===== src/rtl/ibuf_pkg.sv =====
package ibuf_pkg;

    //////////////////////////////////////////////////////////////////////
    // field and index types
    //////////////////////////////////////////////////////////////////////

    // instruction address
    typedef logic [31:0] pc_t;
    // raw instruction word
    typedef logic [31:0] inst_t;
    // branch type bits plus predicted pc
    typedef logic [33:0] brinfo_t;
    // exception code from fetch
    typedef logic [7:0]  ecode_t;
    // one bit per slot, slot 1 in the msb
    typedef logic [1:0]  slot_valid_t;
    // queue entry index
    typedef logic [3:0]  ptr_t;
    // occupancy 0..16
    typedef logic [4:0]  count_t;
    // slots moved per cycle 0..2
    typedef logic [1:0]  slot_cnt_t;

    //////////////////////////////////////////////////////////////////////
    // sizing and codes
    //////////////////////////////////////////////////////////////////////

    localparam int IBUF_DEPTH  = 16;
    // free entries left when almost-full rises
    localparam int FULL_MARGIN = 6;

    // 01 is illegal on both sides
    localparam slot_valid_t VALID_BOTH  = 2'b11;
    localparam slot_valid_t VALID_FIRST = 2'b10;
    localparam slot_valid_t VALID_NONE  = 2'b00;

    // circular index step, wraps at the buffer depth
    function automatic ptr_t ptr_advance(ptr_t ptr, slot_cnt_t step);
        count_t sum;
        sum = count_t'(ptr) + count_t'(step);
        if (sum >= count_t'(IBUF_DEPTH)) begin
            sum = sum - count_t'(IBUF_DEPTH);
        end
        return ptr_t'(sum);
    endfunction

endpackage


===== src/rtl/ibuf_enqueue.sv =====
`timescale 1ns/1ps

module ibuf_enqueue import ibuf_pkg::*; (
    input  logic        clk,
    input  logic        rstn,
    input  slot_valid_t i_is_valid,
    input  logic        i_flush,
    output logic        o_wr_en1,
    output logic        o_wr_en2,
    output ptr_t        o_wr_addr1,
    output ptr_t        o_wr_addr2,
    output slot_cnt_t   o_push_cnt
);

    // next free entry
    ptr_t head;

    //////////////////////////////////////////////////////////////////////
    // slot code decode
    //////////////////////////////////////////////////////////////////////

    always_comb begin
        o_wr_en1   = 1'b0;
        o_wr_en2   = 1'b0;
        o_push_cnt = 2'd0;
        // slots offered in a flush cycle are dropped
        if (!i_flush) begin
            case (i_is_valid)
                VALID_BOTH: begin
                    o_wr_en1   = 1'b1;
                    o_wr_en2   = 1'b1;
                    o_push_cnt = 2'd2;
                end
                VALID_FIRST: begin
                    o_wr_en1   = 1'b1;
                    o_push_cnt = 2'd1;
                end
                default: begin
                    // none, or the illegal 01
                    o_push_cnt = 2'd0;
                end
            endcase
        end
    end

    // lane 2 lands right behind lane 1
    assign o_wr_addr1 = head;
    assign o_wr_addr2 = ptr_advance(head, 2'd1);

    // head pointer
    always_ff @(posedge clk) begin
        if (!rstn || i_flush) begin
            head <= '0;
        end else begin
            head <= ptr_advance(head, o_push_cnt);
        end
    end

    // fetch never offers slot 2 alone
    a_legal_slot_code: assert property (@(posedge clk) disable iff (!rstn)
        !i_flush |-> i_is_valid != 2'b01)
        else $error("enqueue: illegal slot code 01");

endmodule


===== src/rtl/ibuf_storage.sv =====
`timescale 1ns/1ps

module ibuf_storage import ibuf_pkg::*; (
    input  logic      clk,
    input  logic      rstn,
    input  logic      i_flush,
    // write lanes
    input  logic      i_wr_en1,
    input  logic      i_wr_en2,
    input  ptr_t      i_wr_addr1,
    input  ptr_t      i_wr_addr2,
    input  pc_t       i_pc1,
    input  inst_t     i_ir1,
    input  brinfo_t   i_brinfo1,
    input  ecode_t    i_ecode1,
    input  pc_t       i_pc2,
    input  inst_t     i_ir2,
    input  brinfo_t   i_brinfo2,
    input  ecode_t    i_ecode2,
    // occupancy updates
    input  slot_cnt_t i_push_cnt,
    input  slot_cnt_t i_pop_cnt,
    // read lanes
    input  ptr_t      i_rd_addr1,
    input  ptr_t      i_rd_addr2,
    output pc_t       o_rd_pc1,
    output inst_t     o_rd_ir1,
    output brinfo_t   o_rd_brinfo1,
    output ecode_t    o_rd_ecode1,
    output pc_t       o_rd_pc2,
    output inst_t     o_rd_ir2,
    output brinfo_t   o_rd_brinfo2,
    output ecode_t    o_rd_ecode2,
    output count_t    o_count,
    output logic      o_is_full
);

    // one array per field
    pc_t     pc_mem     [IBUF_DEPTH];
    inst_t   ir_mem     [IBUF_DEPTH];
    brinfo_t brinfo_mem [IBUF_DEPTH];
    ecode_t  ecode_mem  [IBUF_DEPTH];

    count_t  count_nxt;

    //////////////////////////////////////////////////////////////////////
    // entry storage
    //////////////////////////////////////////////////////////////////////

    // lane addresses never collide, enqueue hands out consecutive entries
    always_ff @(posedge clk) begin
        if (i_wr_en1) begin
            pc_mem[i_wr_addr1]     <= i_pc1;
            ir_mem[i_wr_addr1]     <= i_ir1;
            brinfo_mem[i_wr_addr1] <= i_brinfo1;
            ecode_mem[i_wr_addr1]  <= i_ecode1;
        end
        if (i_wr_en2) begin
            pc_mem[i_wr_addr2]     <= i_pc2;
            ir_mem[i_wr_addr2]     <= i_ir2;
            brinfo_mem[i_wr_addr2] <= i_brinfo2;
            ecode_mem[i_wr_addr2]  <= i_ecode2;
        end
    end

    // async read of the two oldest entries
    assign o_rd_pc1     = pc_mem[i_rd_addr1];
    assign o_rd_ir1     = ir_mem[i_rd_addr1];
    assign o_rd_brinfo1 = brinfo_mem[i_rd_addr1];
    assign o_rd_ecode1  = ecode_mem[i_rd_addr1];
    assign o_rd_pc2     = pc_mem[i_rd_addr2];
    assign o_rd_ir2     = ir_mem[i_rd_addr2];
    assign o_rd_brinfo2 = brinfo_mem[i_rd_addr2];
    assign o_rd_ecode2  = ecode_mem[i_rd_addr2];

    //////////////////////////////////////////////////////////////////////
    // occupancy and almost-full
    //////////////////////////////////////////////////////////////////////

    assign count_nxt = o_count + count_t'(i_push_cnt) - count_t'(i_pop_cnt);

    always_ff @(posedge clk) begin
        if (!rstn || i_flush) begin
            o_count   <= '0;
            o_is_full <= 1'b0;
        end else begin
            o_count   <= count_nxt;
            // flag built from the next count so it lines up with o_count
            o_is_full <= count_nxt >= count_t'(IBUF_DEPTH - FULL_MARGIN);
        end
    end

    // fetch honours o_is_full, so the queue never overflows
    a_no_overflow: assert property (@(posedge clk) disable iff (!rstn)
        !i_flush |-> count_nxt <= count_t'(IBUF_DEPTH))
        else $error("storage: occupancy above depth");

    // dequeue only takes what is already stored
    a_pop_le_count: assert property (@(posedge clk) disable iff (!rstn)
        count_t'(i_pop_cnt) <= o_count)
        else $error("storage: pop larger than count");

endmodule


===== src/rtl/ibuf_dequeue.sv =====
`timescale 1ns/1ps

module ibuf_dequeue import ibuf_pkg::*; (
    input  logic        clk,
    input  logic        rstn,
    input  logic        i_flush,
    input  logic        i_stall,
    input  count_t      i_count,
    // oldest two entries from storage
    input  pc_t         i_rd_pc1,
    input  inst_t       i_rd_ir1,
    input  brinfo_t     i_rd_brinfo1,
    input  ecode_t      i_rd_ecode1,
    input  pc_t         i_rd_pc2,
    input  inst_t       i_rd_ir2,
    input  brinfo_t     i_rd_brinfo2,
    input  ecode_t      i_rd_ecode2,
    output ptr_t        o_rd_addr1,
    output ptr_t        o_rd_addr2,
    output slot_cnt_t   o_pop_cnt,
    // issue side
    output pc_t         o_pc1,
    output inst_t       o_ir1,
    output brinfo_t     o_brinfo1,
    output ecode_t      o_ecode1,
    output pc_t         o_pc2,
    output inst_t       o_ir2,
    output brinfo_t     o_brinfo2,
    output ecode_t      o_ecode2,
    output slot_valid_t o_is_valid
);

    // oldest stored entry
    ptr_t tail;

    //////////////////////////////////////////////////////////////////////
    // pop decision and tail
    //////////////////////////////////////////////////////////////////////

    // min(count, 2) unless held or flushed
    always_comb begin
        if (i_flush || i_stall) begin
            o_pop_cnt = 2'd0;
        end else if (i_count >= count_t'(2)) begin
            o_pop_cnt = 2'd2;
        end else begin
            o_pop_cnt = slot_cnt_t'(i_count);
        end
    end

    assign o_rd_addr1 = tail;
    assign o_rd_addr2 = ptr_advance(tail, 2'd1);

    always_ff @(posedge clk) begin
        if (!rstn || i_flush) begin
            tail <= '0;
        end else begin
            tail <= ptr_advance(tail, o_pop_cnt);
        end
    end

    //////////////////////////////////////////////////////////////////////
    // output registers
    //////////////////////////////////////////////////////////////////////

    // data hold whenever a lane is not popped
    always_ff @(posedge clk) begin
        if (!rstn) begin
            o_pc1     <= '0;
            o_ir1     <= '0;
            o_brinfo1 <= '0;
            o_ecode1  <= '0;
            o_pc2     <= '0;
            o_ir2     <= '0;
            o_brinfo2 <= '0;
            o_ecode2  <= '0;
        end else begin
            if (o_pop_cnt != 2'd0) begin
                o_pc1     <= i_rd_pc1;
                o_ir1     <= i_rd_ir1;
                o_brinfo1 <= i_rd_brinfo1;
                o_ecode1  <= i_rd_ecode1;
            end
            if (o_pop_cnt == 2'd2) begin
                o_pc2     <= i_rd_pc2;
                o_ir2     <= i_rd_ir2;
                o_brinfo2 <= i_rd_brinfo2;
                o_ecode2  <= i_rd_ecode2;
            end
        end
    end

    // valid code follows the pop
    always_ff @(posedge clk) begin
        if (!rstn) begin
            o_is_valid <= VALID_NONE;
        end else begin
            case (o_pop_cnt)
                2'd2:    o_is_valid <= VALID_BOTH;
                2'd1:    o_is_valid <= VALID_FIRST;
                default: o_is_valid <= VALID_NONE;
            endcase
        end
    end

    a_valid_code: assert property (@(posedge clk) disable iff (!rstn)
        o_is_valid != 2'b01)
        else $error("dequeue: output valid code 01");

endmodule


===== src/rtl/dual_issue_ibuf.sv =====
`timescale 1ns/1ps

module dual_issue_ibuf import ibuf_pkg::*; (
    input  logic        clk,
    input  logic        rstn,
    // fetch slots
    input  pc_t         i_pc1,
    input  inst_t       i_ir1,
    input  brinfo_t     i_brinfo1,
    input  ecode_t      i_ecode1,
    input  pc_t         i_pc2,
    input  inst_t       i_ir2,
    input  brinfo_t     i_brinfo2,
    input  ecode_t      i_ecode2,
    input  slot_valid_t i_is_valid,
    // branch flush and issue stall
    input  logic        i_flush,
    input  logic        i_stall,
    // decode slots
    output pc_t         o_pc1,
    output inst_t       o_ir1,
    output brinfo_t     o_brinfo1,
    output ecode_t      o_ecode1,
    output pc_t         o_pc2,
    output inst_t       o_ir2,
    output brinfo_t     o_brinfo2,
    output ecode_t      o_ecode2,
    output slot_valid_t o_is_valid,
    output logic        o_is_full
);

    // enqueue to storage
    logic      wr_en1;
    logic      wr_en2;
    ptr_t      wr_addr1;
    ptr_t      wr_addr2;
    slot_cnt_t push_cnt;

    // dequeue to storage
    ptr_t      rd_addr1;
    ptr_t      rd_addr2;
    slot_cnt_t pop_cnt;

    // storage to dequeue
    pc_t       rd_pc1;
    inst_t     rd_ir1;
    brinfo_t   rd_brinfo1;
    ecode_t    rd_ecode1;
    pc_t       rd_pc2;
    inst_t     rd_ir2;
    brinfo_t   rd_brinfo2;
    ecode_t    rd_ecode2;
    count_t    count;

    ibuf_enqueue u_enqueue (
        .clk        (clk),
        .rstn       (rstn),
        .i_is_valid (i_is_valid),
        .i_flush    (i_flush),
        .o_wr_en1   (wr_en1),
        .o_wr_en2   (wr_en2),
        .o_wr_addr1 (wr_addr1),
        .o_wr_addr2 (wr_addr2),
        .o_push_cnt (push_cnt)
    );

    // slot data go straight from the ports into storage
    ibuf_storage u_storage (
        .clk          (clk),
        .rstn         (rstn),
        .i_flush      (i_flush),
        .i_wr_en1     (wr_en1),
        .i_wr_en2     (wr_en2),
        .i_wr_addr1   (wr_addr1),
        .i_wr_addr2   (wr_addr2),
        .i_pc1        (i_pc1),
        .i_ir1        (i_ir1),
        .i_brinfo1    (i_brinfo1),
        .i_ecode1     (i_ecode1),
        .i_pc2        (i_pc2),
        .i_ir2        (i_ir2),
        .i_brinfo2    (i_brinfo2),
        .i_ecode2     (i_ecode2),
        .i_push_cnt   (push_cnt),
        .i_pop_cnt    (pop_cnt),
        .i_rd_addr1   (rd_addr1),
        .i_rd_addr2   (rd_addr2),
        .o_rd_pc1     (rd_pc1),
        .o_rd_ir1     (rd_ir1),
        .o_rd_brinfo1 (rd_brinfo1),
        .o_rd_ecode1  (rd_ecode1),
        .o_rd_pc2     (rd_pc2),
        .o_rd_ir2     (rd_ir2),
        .o_rd_brinfo2 (rd_brinfo2),
        .o_rd_ecode2  (rd_ecode2),
        .o_count      (count),
        .o_is_full    (o_is_full)
    );

    ibuf_dequeue u_dequeue (
        .clk          (clk),
        .rstn         (rstn),
        .i_flush      (i_flush),
        .i_stall      (i_stall),
        .i_count      (count),
        .i_rd_pc1     (rd_pc1),
        .i_rd_ir1     (rd_ir1),
        .i_rd_brinfo1 (rd_brinfo1),
        .i_rd_ecode1  (rd_ecode1),
        .i_rd_pc2     (rd_pc2),
        .i_rd_ir2     (rd_ir2),
        .i_rd_brinfo2 (rd_brinfo2),
        .i_rd_ecode2  (rd_ecode2),
        .o_rd_addr1   (rd_addr1),
        .o_rd_addr2   (rd_addr2),
        .o_pop_cnt    (pop_cnt),
        .o_pc1        (o_pc1),
        .o_ir1        (o_ir1),
        .o_brinfo1    (o_brinfo1),
        .o_ecode1     (o_ecode1),
        .o_pc2        (o_pc2),
        .o_ir2        (o_ir2),
        .o_brinfo2    (o_brinfo2),
        .o_ecode2     (o_ecode2),
        .o_is_valid   (o_is_valid)
    );

endmodule


===== config.mk =====
export PLATFORM = sky130hd
export DESIGN_NAME = dual_issue_ibuf
export DESIGN_NICKNAME = d
export VERILOG_FILES = /design/src/rtl/ibuf_pkg.sv /design/src/rtl/ibuf_enqueue.sv /design/src/rtl/ibuf_storage.sv /design/src/rtl/ibuf_dequeue.sv /design/src/rtl/dual_issue_ibuf.sv
export SDC_FILE = /design/constraint.sdc
export NUM_CORES = 2
export LEC_CHECK = 0
export BUFFER_PORTS_ARGS = -buffer_cell sky130_fd_sc_hd__clkbuf_2
export CORE_UTILIZATION = 55
export CTS_BUF_LIST = sky130_fd_sc_hd__clkbuf_2 sky130_fd_sc_hd__clkbuf_4 sky130_fd_sc_hd__clkbuf_8
export DETAILED_ROUTE_END_ITERATION = 7
export PLACE_DENSITY_LB_ADDON = 0.15
export SYNTH_ARGS = -nofsm -noshare
export SYNTH_HDL_FRONTEND = slang
export SYNTH_SLANG_ARGS = --single-unit

===== constraint.sdc =====
create_clock -name clk -period 22.3 [get_ports clk]
set_clock_uncertainty 0.1 [all_clocks]
set_input_delay 4.46 -clock clk [delete_from_list [all_inputs] [get_ports clk]]
set_output_delay 4.46 -clock clk [all_outputs]
set_load 0.01 [all_outputs]

=== Word-level counts from Yosys, hierarchy flattened ===
Memory sizes are Yosys's and may differ from the RTL's. A register that Yosys moved wholly into a read port is not among the register bits.
Index checks and enable logic that the tools add are counted.

* Register bits after elaboration: 16
* RAM bits: 1696
* Bits of input ports: 218
* Memories kept: 4
* Output and inout bits: 215
* Logic and storage cells: 59

{| class="wikitable"
|+ Memory list
! memory !! words !! width !! read ports !! clocked after Yosys merged registers in !! write ports !! RTL line !! RTL
|-
| u_storage.brinfo_mem || 16 || 34 || 2 || 2 || 2 || ibuf_storage.sv:41 || <nowiki>brinfo_t brinfo_mem [IBUF_DEPTH];</nowiki>
|-
| u_storage.ir_mem || 16 || 32 || 2 || 2 || 2 || ibuf_storage.sv:40 || <nowiki>inst_t ir_mem [IBUF_DEPTH];</nowiki>
|-
| u_storage.pc_mem || 16 || 32 || 2 || 2 || 2 || ibuf_storage.sv:39 || <nowiki>pc_t pc_mem [IBUF_DEPTH];</nowiki>
|-
| u_storage.ecode_mem || 16 || 8 || 2 || 2 || 2 || ibuf_storage.sv:42 || <nowiki>ecode_t ecode_mem [IBUF_DEPTH];</nowiki>
|}

* Eq/ne operators: 4
* Reductions and logical operators: 13
* Multiplexer cells: 17
* Add/sub/neg operators: 10
* Magnitude comparators: 6

{| class="wikitable"
|+ Operators with widths
! kind !! count
|-
| 5-bit >= comparator, second input constant || 4
|-
| 4-bit two-way mux || 4
|-
| 4-bit by 1-bit subtractor with 4-bit output, second input constant || 4
|-
| 4-bit by 1-bit adder with 5-bit output, second input constant || 2
|-
| 4-bit by 2-bit adder with 5-bit output || 2
|-
| 1-bit logical NOT || 9
|-
| 1-bit two-way mux || 8
|-
| 2-bit one-hot mux with 2 select lines || 2
|-
| 2-bit == test, second input constant || 3
|-
| 2-bit two-way mux || 3
|-
| 5-bit by 2-bit adder with 5-bit output || 1
|-
| 5-bit by 2-bit >= comparator with 1-bit output, second input constant || 1
|-
| 5-bit by 4-bit >= comparator with 1-bit output, second input constant || 1
|-
| 5-bit by 2-bit subtractor with 5-bit output || 1
|-
| 2-bit by 1-bit == test with 1-bit output, second input constant || 1
|-
| 1-bit logical OR || 2
|-
| 2-bit nonzero test || 1
|-
| 2-bit OR reduction || 1
|}

=== Logic depth before layout (Yosys ltp) ===
* Word-level depth: 6
* Gate-level depth with buffers: 15
* Mapped depth without buffers: 15

=== Modules after synthesis ===
A second synthesis with hierarchy kept.

* Cells, all modules: 6405
* Area, all modules: 105428.6 sq um

{| class="wikitable"
|+ Modules (own cells, without submodules)
! module !! area each (sq um) !! seq. area each (sq um) !! times used !! cells each
|-
| ibuf_storage || 96785.3 || 51049.0 || 1 || 5655
|-
| ibuf_dequeue || 8393.0 || 4364.2 || 1 || 720
|-
| ibuf_enqueue || 250.2 || 80.1 || 1 || 30
|}

=== Worst setup path before layout ===
OpenSTA, ideal clock, no wires.

* Kind: input -> register
* Start: input i_flush
* End: memory u_storage.brinfo_mem[0][0] (netlist bit) (enable)
* Data arrival time: 10.297 ns
* Setup time: 0.608 ns
* Required time: 21.592 ns
* Buffers on the path: 1
* Setup slack: 11.295 ns
* Cell stages on the path: 4
* Path through: nand2b_1 or3_1 buf_2 o22ai_1

{| class="wikitable"
|+ RTL lines
! element !! RTL line !! RTL
|-
| from (decl) || dual_issue_ibuf.sv:17 || <nowiki>input logic i_flush,</nowiki>
|-
| to (decl) || ibuf_storage.sv:41 ||
|}

==> flow_summary.yaml <==
clocking:
  path_clk_slew_ns: 0.05
  cts_tree: "built"
  cts_hold_buf: 0
  postCtsSetupBuffers: 0
  worst_skew_pair.late_latency_ns: 1.06
  numCtsBuffers: 350
  cts_buffer_depth: 4
  htree_levels: 5
  cts.sinks: 1924
  postCtsResizedCells: 0
  cts_root_buf: "clkbuf_8"
setup_path:
  worst-r2r-setup-slack_ns: 16.78
  path_class: "in -> reg"
  crit_required_ns: 22.98
  cp_max_fo: 50
  worst-r2r-cell-count: 7
  crit_family: "buffers and inverters"
  endpoint_kind: "flop"
  path_cells: "clkbuf_2, nor2b_1, nand3b_2, nor2_4, buf_4, buf_4, mux2_2"
  cp_common_cell: "buf_4"
  r2r-start: "u_dequeue.o_rd_addr1[0]$_SDFF_PP0_"
  worst-path-buf-inv: 3
  slowest_delay_ns: 0.97
  slowest_stage: "buf_4"
  arrival_ns: 8.76
  critPathLaunchType: "input port"
  worstReg2RegEnd: "u_dequeue.o_pc1[14]$_SDFFE_PN0P_"
layout:
  final_net_count: 7046
  fillCellCount: 14500
  layout-drive-gt1-share_pct: 51.3
  area_delta_synth_final_pct: 9.73
  postLayoutCoreUtil_pct: 61.0
pwr:
  power_switching_uw: 2020
  seq_power_share_pct: 49.4
  ir_worst_vdd_v: 0.0000526
  pwr-share-comb_pct: 9.2
  p_leak_uw: 0.0362
  pwr-share-clk_pct: 41.4
  swShare_pct: 24.4
  intPower_uw: 6230
  p_per_area_nw_per_um2: 71.0
grt:
  grt_pass1_vias: 68200
  grt_max_degree: 140
  overflow: 0
  grt_pass1_wl_mm: 479
  grt_usage_pct: 34.2
  grt_antenna_before_repair: 50
synthesis:
  synth.area.top_cells: "edfxtp_1, mux2_2, mux4_2, mux2i_1, dfxtp_1"
  synth-edff-count: 1696
  synth-async-reset-ratio_pct: 0
  syn_avg_cell_area_um2: 15.9
  ys_seq_area_share_pct: 52.4
  syn_area_um2: 106000
  yosysWarnings: 0
  synth_top_area_cell: "edfxtp_1"
  syn_inst: 6656
  yosys.cell_types.count: 47
  ys_seq_elements: 1924
  synth_nets: 6894
  synth.top_cell.area_share_pct: 48.1
  synth-main-ff-cell: "edfxtp_1"
route:
  vias: 67600
  wl_per_cell_um: 35.0
  firstDrtPassIters: 6
  drtIter0Drc: 7288
  viasPerCell: 7.03
  ant_nets: 0
  wl_mm: 337
  drc: 0
floorplan:
  pin_count: 433
  core_region_area_um2: 191000
  die-height_um: 441
  die_w_um: 441
  die-area_um2: 194000
  initial_core_util_pct: 55.6
  fp-row-count: 160
sta:
  worst_slew_pin_slew_ns: 1.22
  slew_headroom_pct: 18.7
  setup_viol: 0
  rsz0062_at_grt: "no"
  slew_viol_final: 0
  period_share_pct: 36.2
  finalSetupTns_ns: 0
  fmax_mhz: 124
  hold_viol: 0
  fin_crit_ns: 8.08
placement:
  port_buffers: 432
  gp_congestion: 0.801
  dpl.hpwl_mm: 181
run:
  cap_violations: 0
worst_hold_path:
  holdPathEnd: "u_dequeue.o_brinfo1[8]$_SDFFE_PN0P_"
  min_from: "u_dequeue.o_brinfo1[8]$_SDFFE_PN0P_"
  hp-class: "reg -> reg"
  whs_path_depth: 2
status:
  status: "finished, final reports clean"
==> metrics by stage <==
step           power, µW  worst slack [ns]  hold WS [ns]  instances  cell area (µm²)
6_report            8250             14.22         0.385       9619           116000
5_1_grt             8470             14.22         0.409       9613           116000
4_1_cts             8270             14.44         0.385       9588           116000
3_5_place_dp        4900             13.27         0.370       8967           109000
3_3_place_gp        4880             13.30         0.358       8967           109000
2_1_floorplan       4600             11.30         0.404       6656           106000
==> worst min-delay path, delay by kind of cell (launching register included) <==
kind | cells | cell delay, ns
AOI/OAI and AO/OA | 2 | 0.13
DFF | 1 | 0.32
==> worst max path at each step <==
| stage | from | slack (ns) | endpoint | cells after the start |
|---|---|---|---|---|
| 5_1_grt | i_is_valid[1] | 14.22 | u_storage.brinfo_mem[11][25]$_DFFE_PP_ | 7 |
| 6_report | i_is_valid[1] | 14.22 | u_storage.brinfo_mem[11][25]$_DFFE_PP_ | 7 |
| 3_3_place_gp | i_is_valid[1] | 13.30 | u_storage.brinfo_mem[11][25]$_DFFE_PP_ | 7 |
| 4_1_cts | i_is_valid[1] | 14.44 | u_storage.brinfo_mem[11][25]$_DFFE_PP_ | 7 |
| 3_5_place_dp | i_is_valid[1] | 13.27 | u_storage.brinfo_mem[11][22]$_DFFE_PP_ | 7 |
| 2_1_floorplan | i_flush | 11.30 | u_storage.brinfo_mem[0][0]$_DFFE_PP_ | 4 |
==> power by group through the flow <==
stage	clock network, µW	registers (µW)	logic, µW
2_1_floorplan	0	4130	467
3_3_place_gp	0	4150	737
3_5_place_dp	0	4150	752
4_1_cts	3440	4070	755
5_1_grt	3590	4080	810
6_report	3420	4080	759
==> layout by cell type, fill, tap and decap left out, types with 109 or more instances in the layout <==
| cell type | count |
|---|---|
| a21oi_1 | 111 |
| buf_4 | 126 |
| clkbuf_2 | 431 |
| clkbuf_4 | 153 |
| clkbuf_8 | 396 |
| dfxtp_1 | 225 |
| edfxtp_1 | 1696 |
| mux2_2 | 1789 |
| mux2i_1 | 530 |
| mux4_2 | 636 |
| nor2b_1 | 109 |
==> layout make-up <==
cell class                 instances  area (µm²)  share of cell area (%)
multi-input combinational       3937       47000                    40.4
clock inverter                    72         415                   0.358
tap                             2511        3140                    2.70
antenna                           31        77.6                  0.0668
clock buffer                     549        6600                    5.68
timing repair buffer             572        3390                    2.92
inverter                          23        86.3                  0.0743
sequential                      1924       55500                    47.8
==> cells in the mapped netlist, types with 23 or more instances <==
master,instances
nor2_1,29
nor2b_1,110
inv_1,23
mux2i_1,530
o221ai_1,106
clkbuf_1,350
o21ai_1,32
a21oi_1,111
mux4_2,636
a22oi_1,106
a211oi_1,106
buf_2,326
mux2_2,1789
buf_4,75
dfxtp_1,228
o21ai_0,79
edfxtp_1,1696
a32oi_1,106
a31oi_1,106
==> kinds of logic (layout without fill, tap and decap cells) <==
logic type      count (synthesis)  count (layout)  share of synthesized area [%]
mux                          2968            2968                           37.7
flops                        1924            1924                           52.4
buf+inv                       795            1216                           3.53
compound gates                759             759                           4.98
simple gates                  182             182                           1.03
fa+ha+maj                      20              20                          0.265
xor+xnor                        8               8                         0.0733
other cells                     0              31                              0
==> sequential cells by signal, summed over array words and instances (netlist names), 2 cells and up <==
register / cells
u_enqueue.o_wr_addr1: 4
u_storage.brinfo_mem: 544
u_dequeue.o_pc2: 32
u_dequeue.o_ir1: 32
u_storage.pc_mem: 512
u_dequeue.o_pc1: 32
u_dequeue.o_brinfo1: 34
u_storage.o_count: 5
u_storage.ir_mem: 512
u_dequeue.o_ecode1: 8
u_dequeue.o_rd_addr1: 4
u_storage.ecode_mem: 128
u_dequeue.o_ecode2: 8
u_dequeue.o_brinfo2: 34
u_dequeue.o_ir2: 32
u_dequeue.o_is_valid: 2
==> routing by layer <==
layer,wire (µm),track usage (%),vias up
met5,239,0,-
met4,16300,16.6,38
met3,27900,5.82,869
met2,165000,56.4,3560
met1,127000,44.0,35500
li1,-,-,27600
Note: power is estimated with default switching activity, not from simulation.
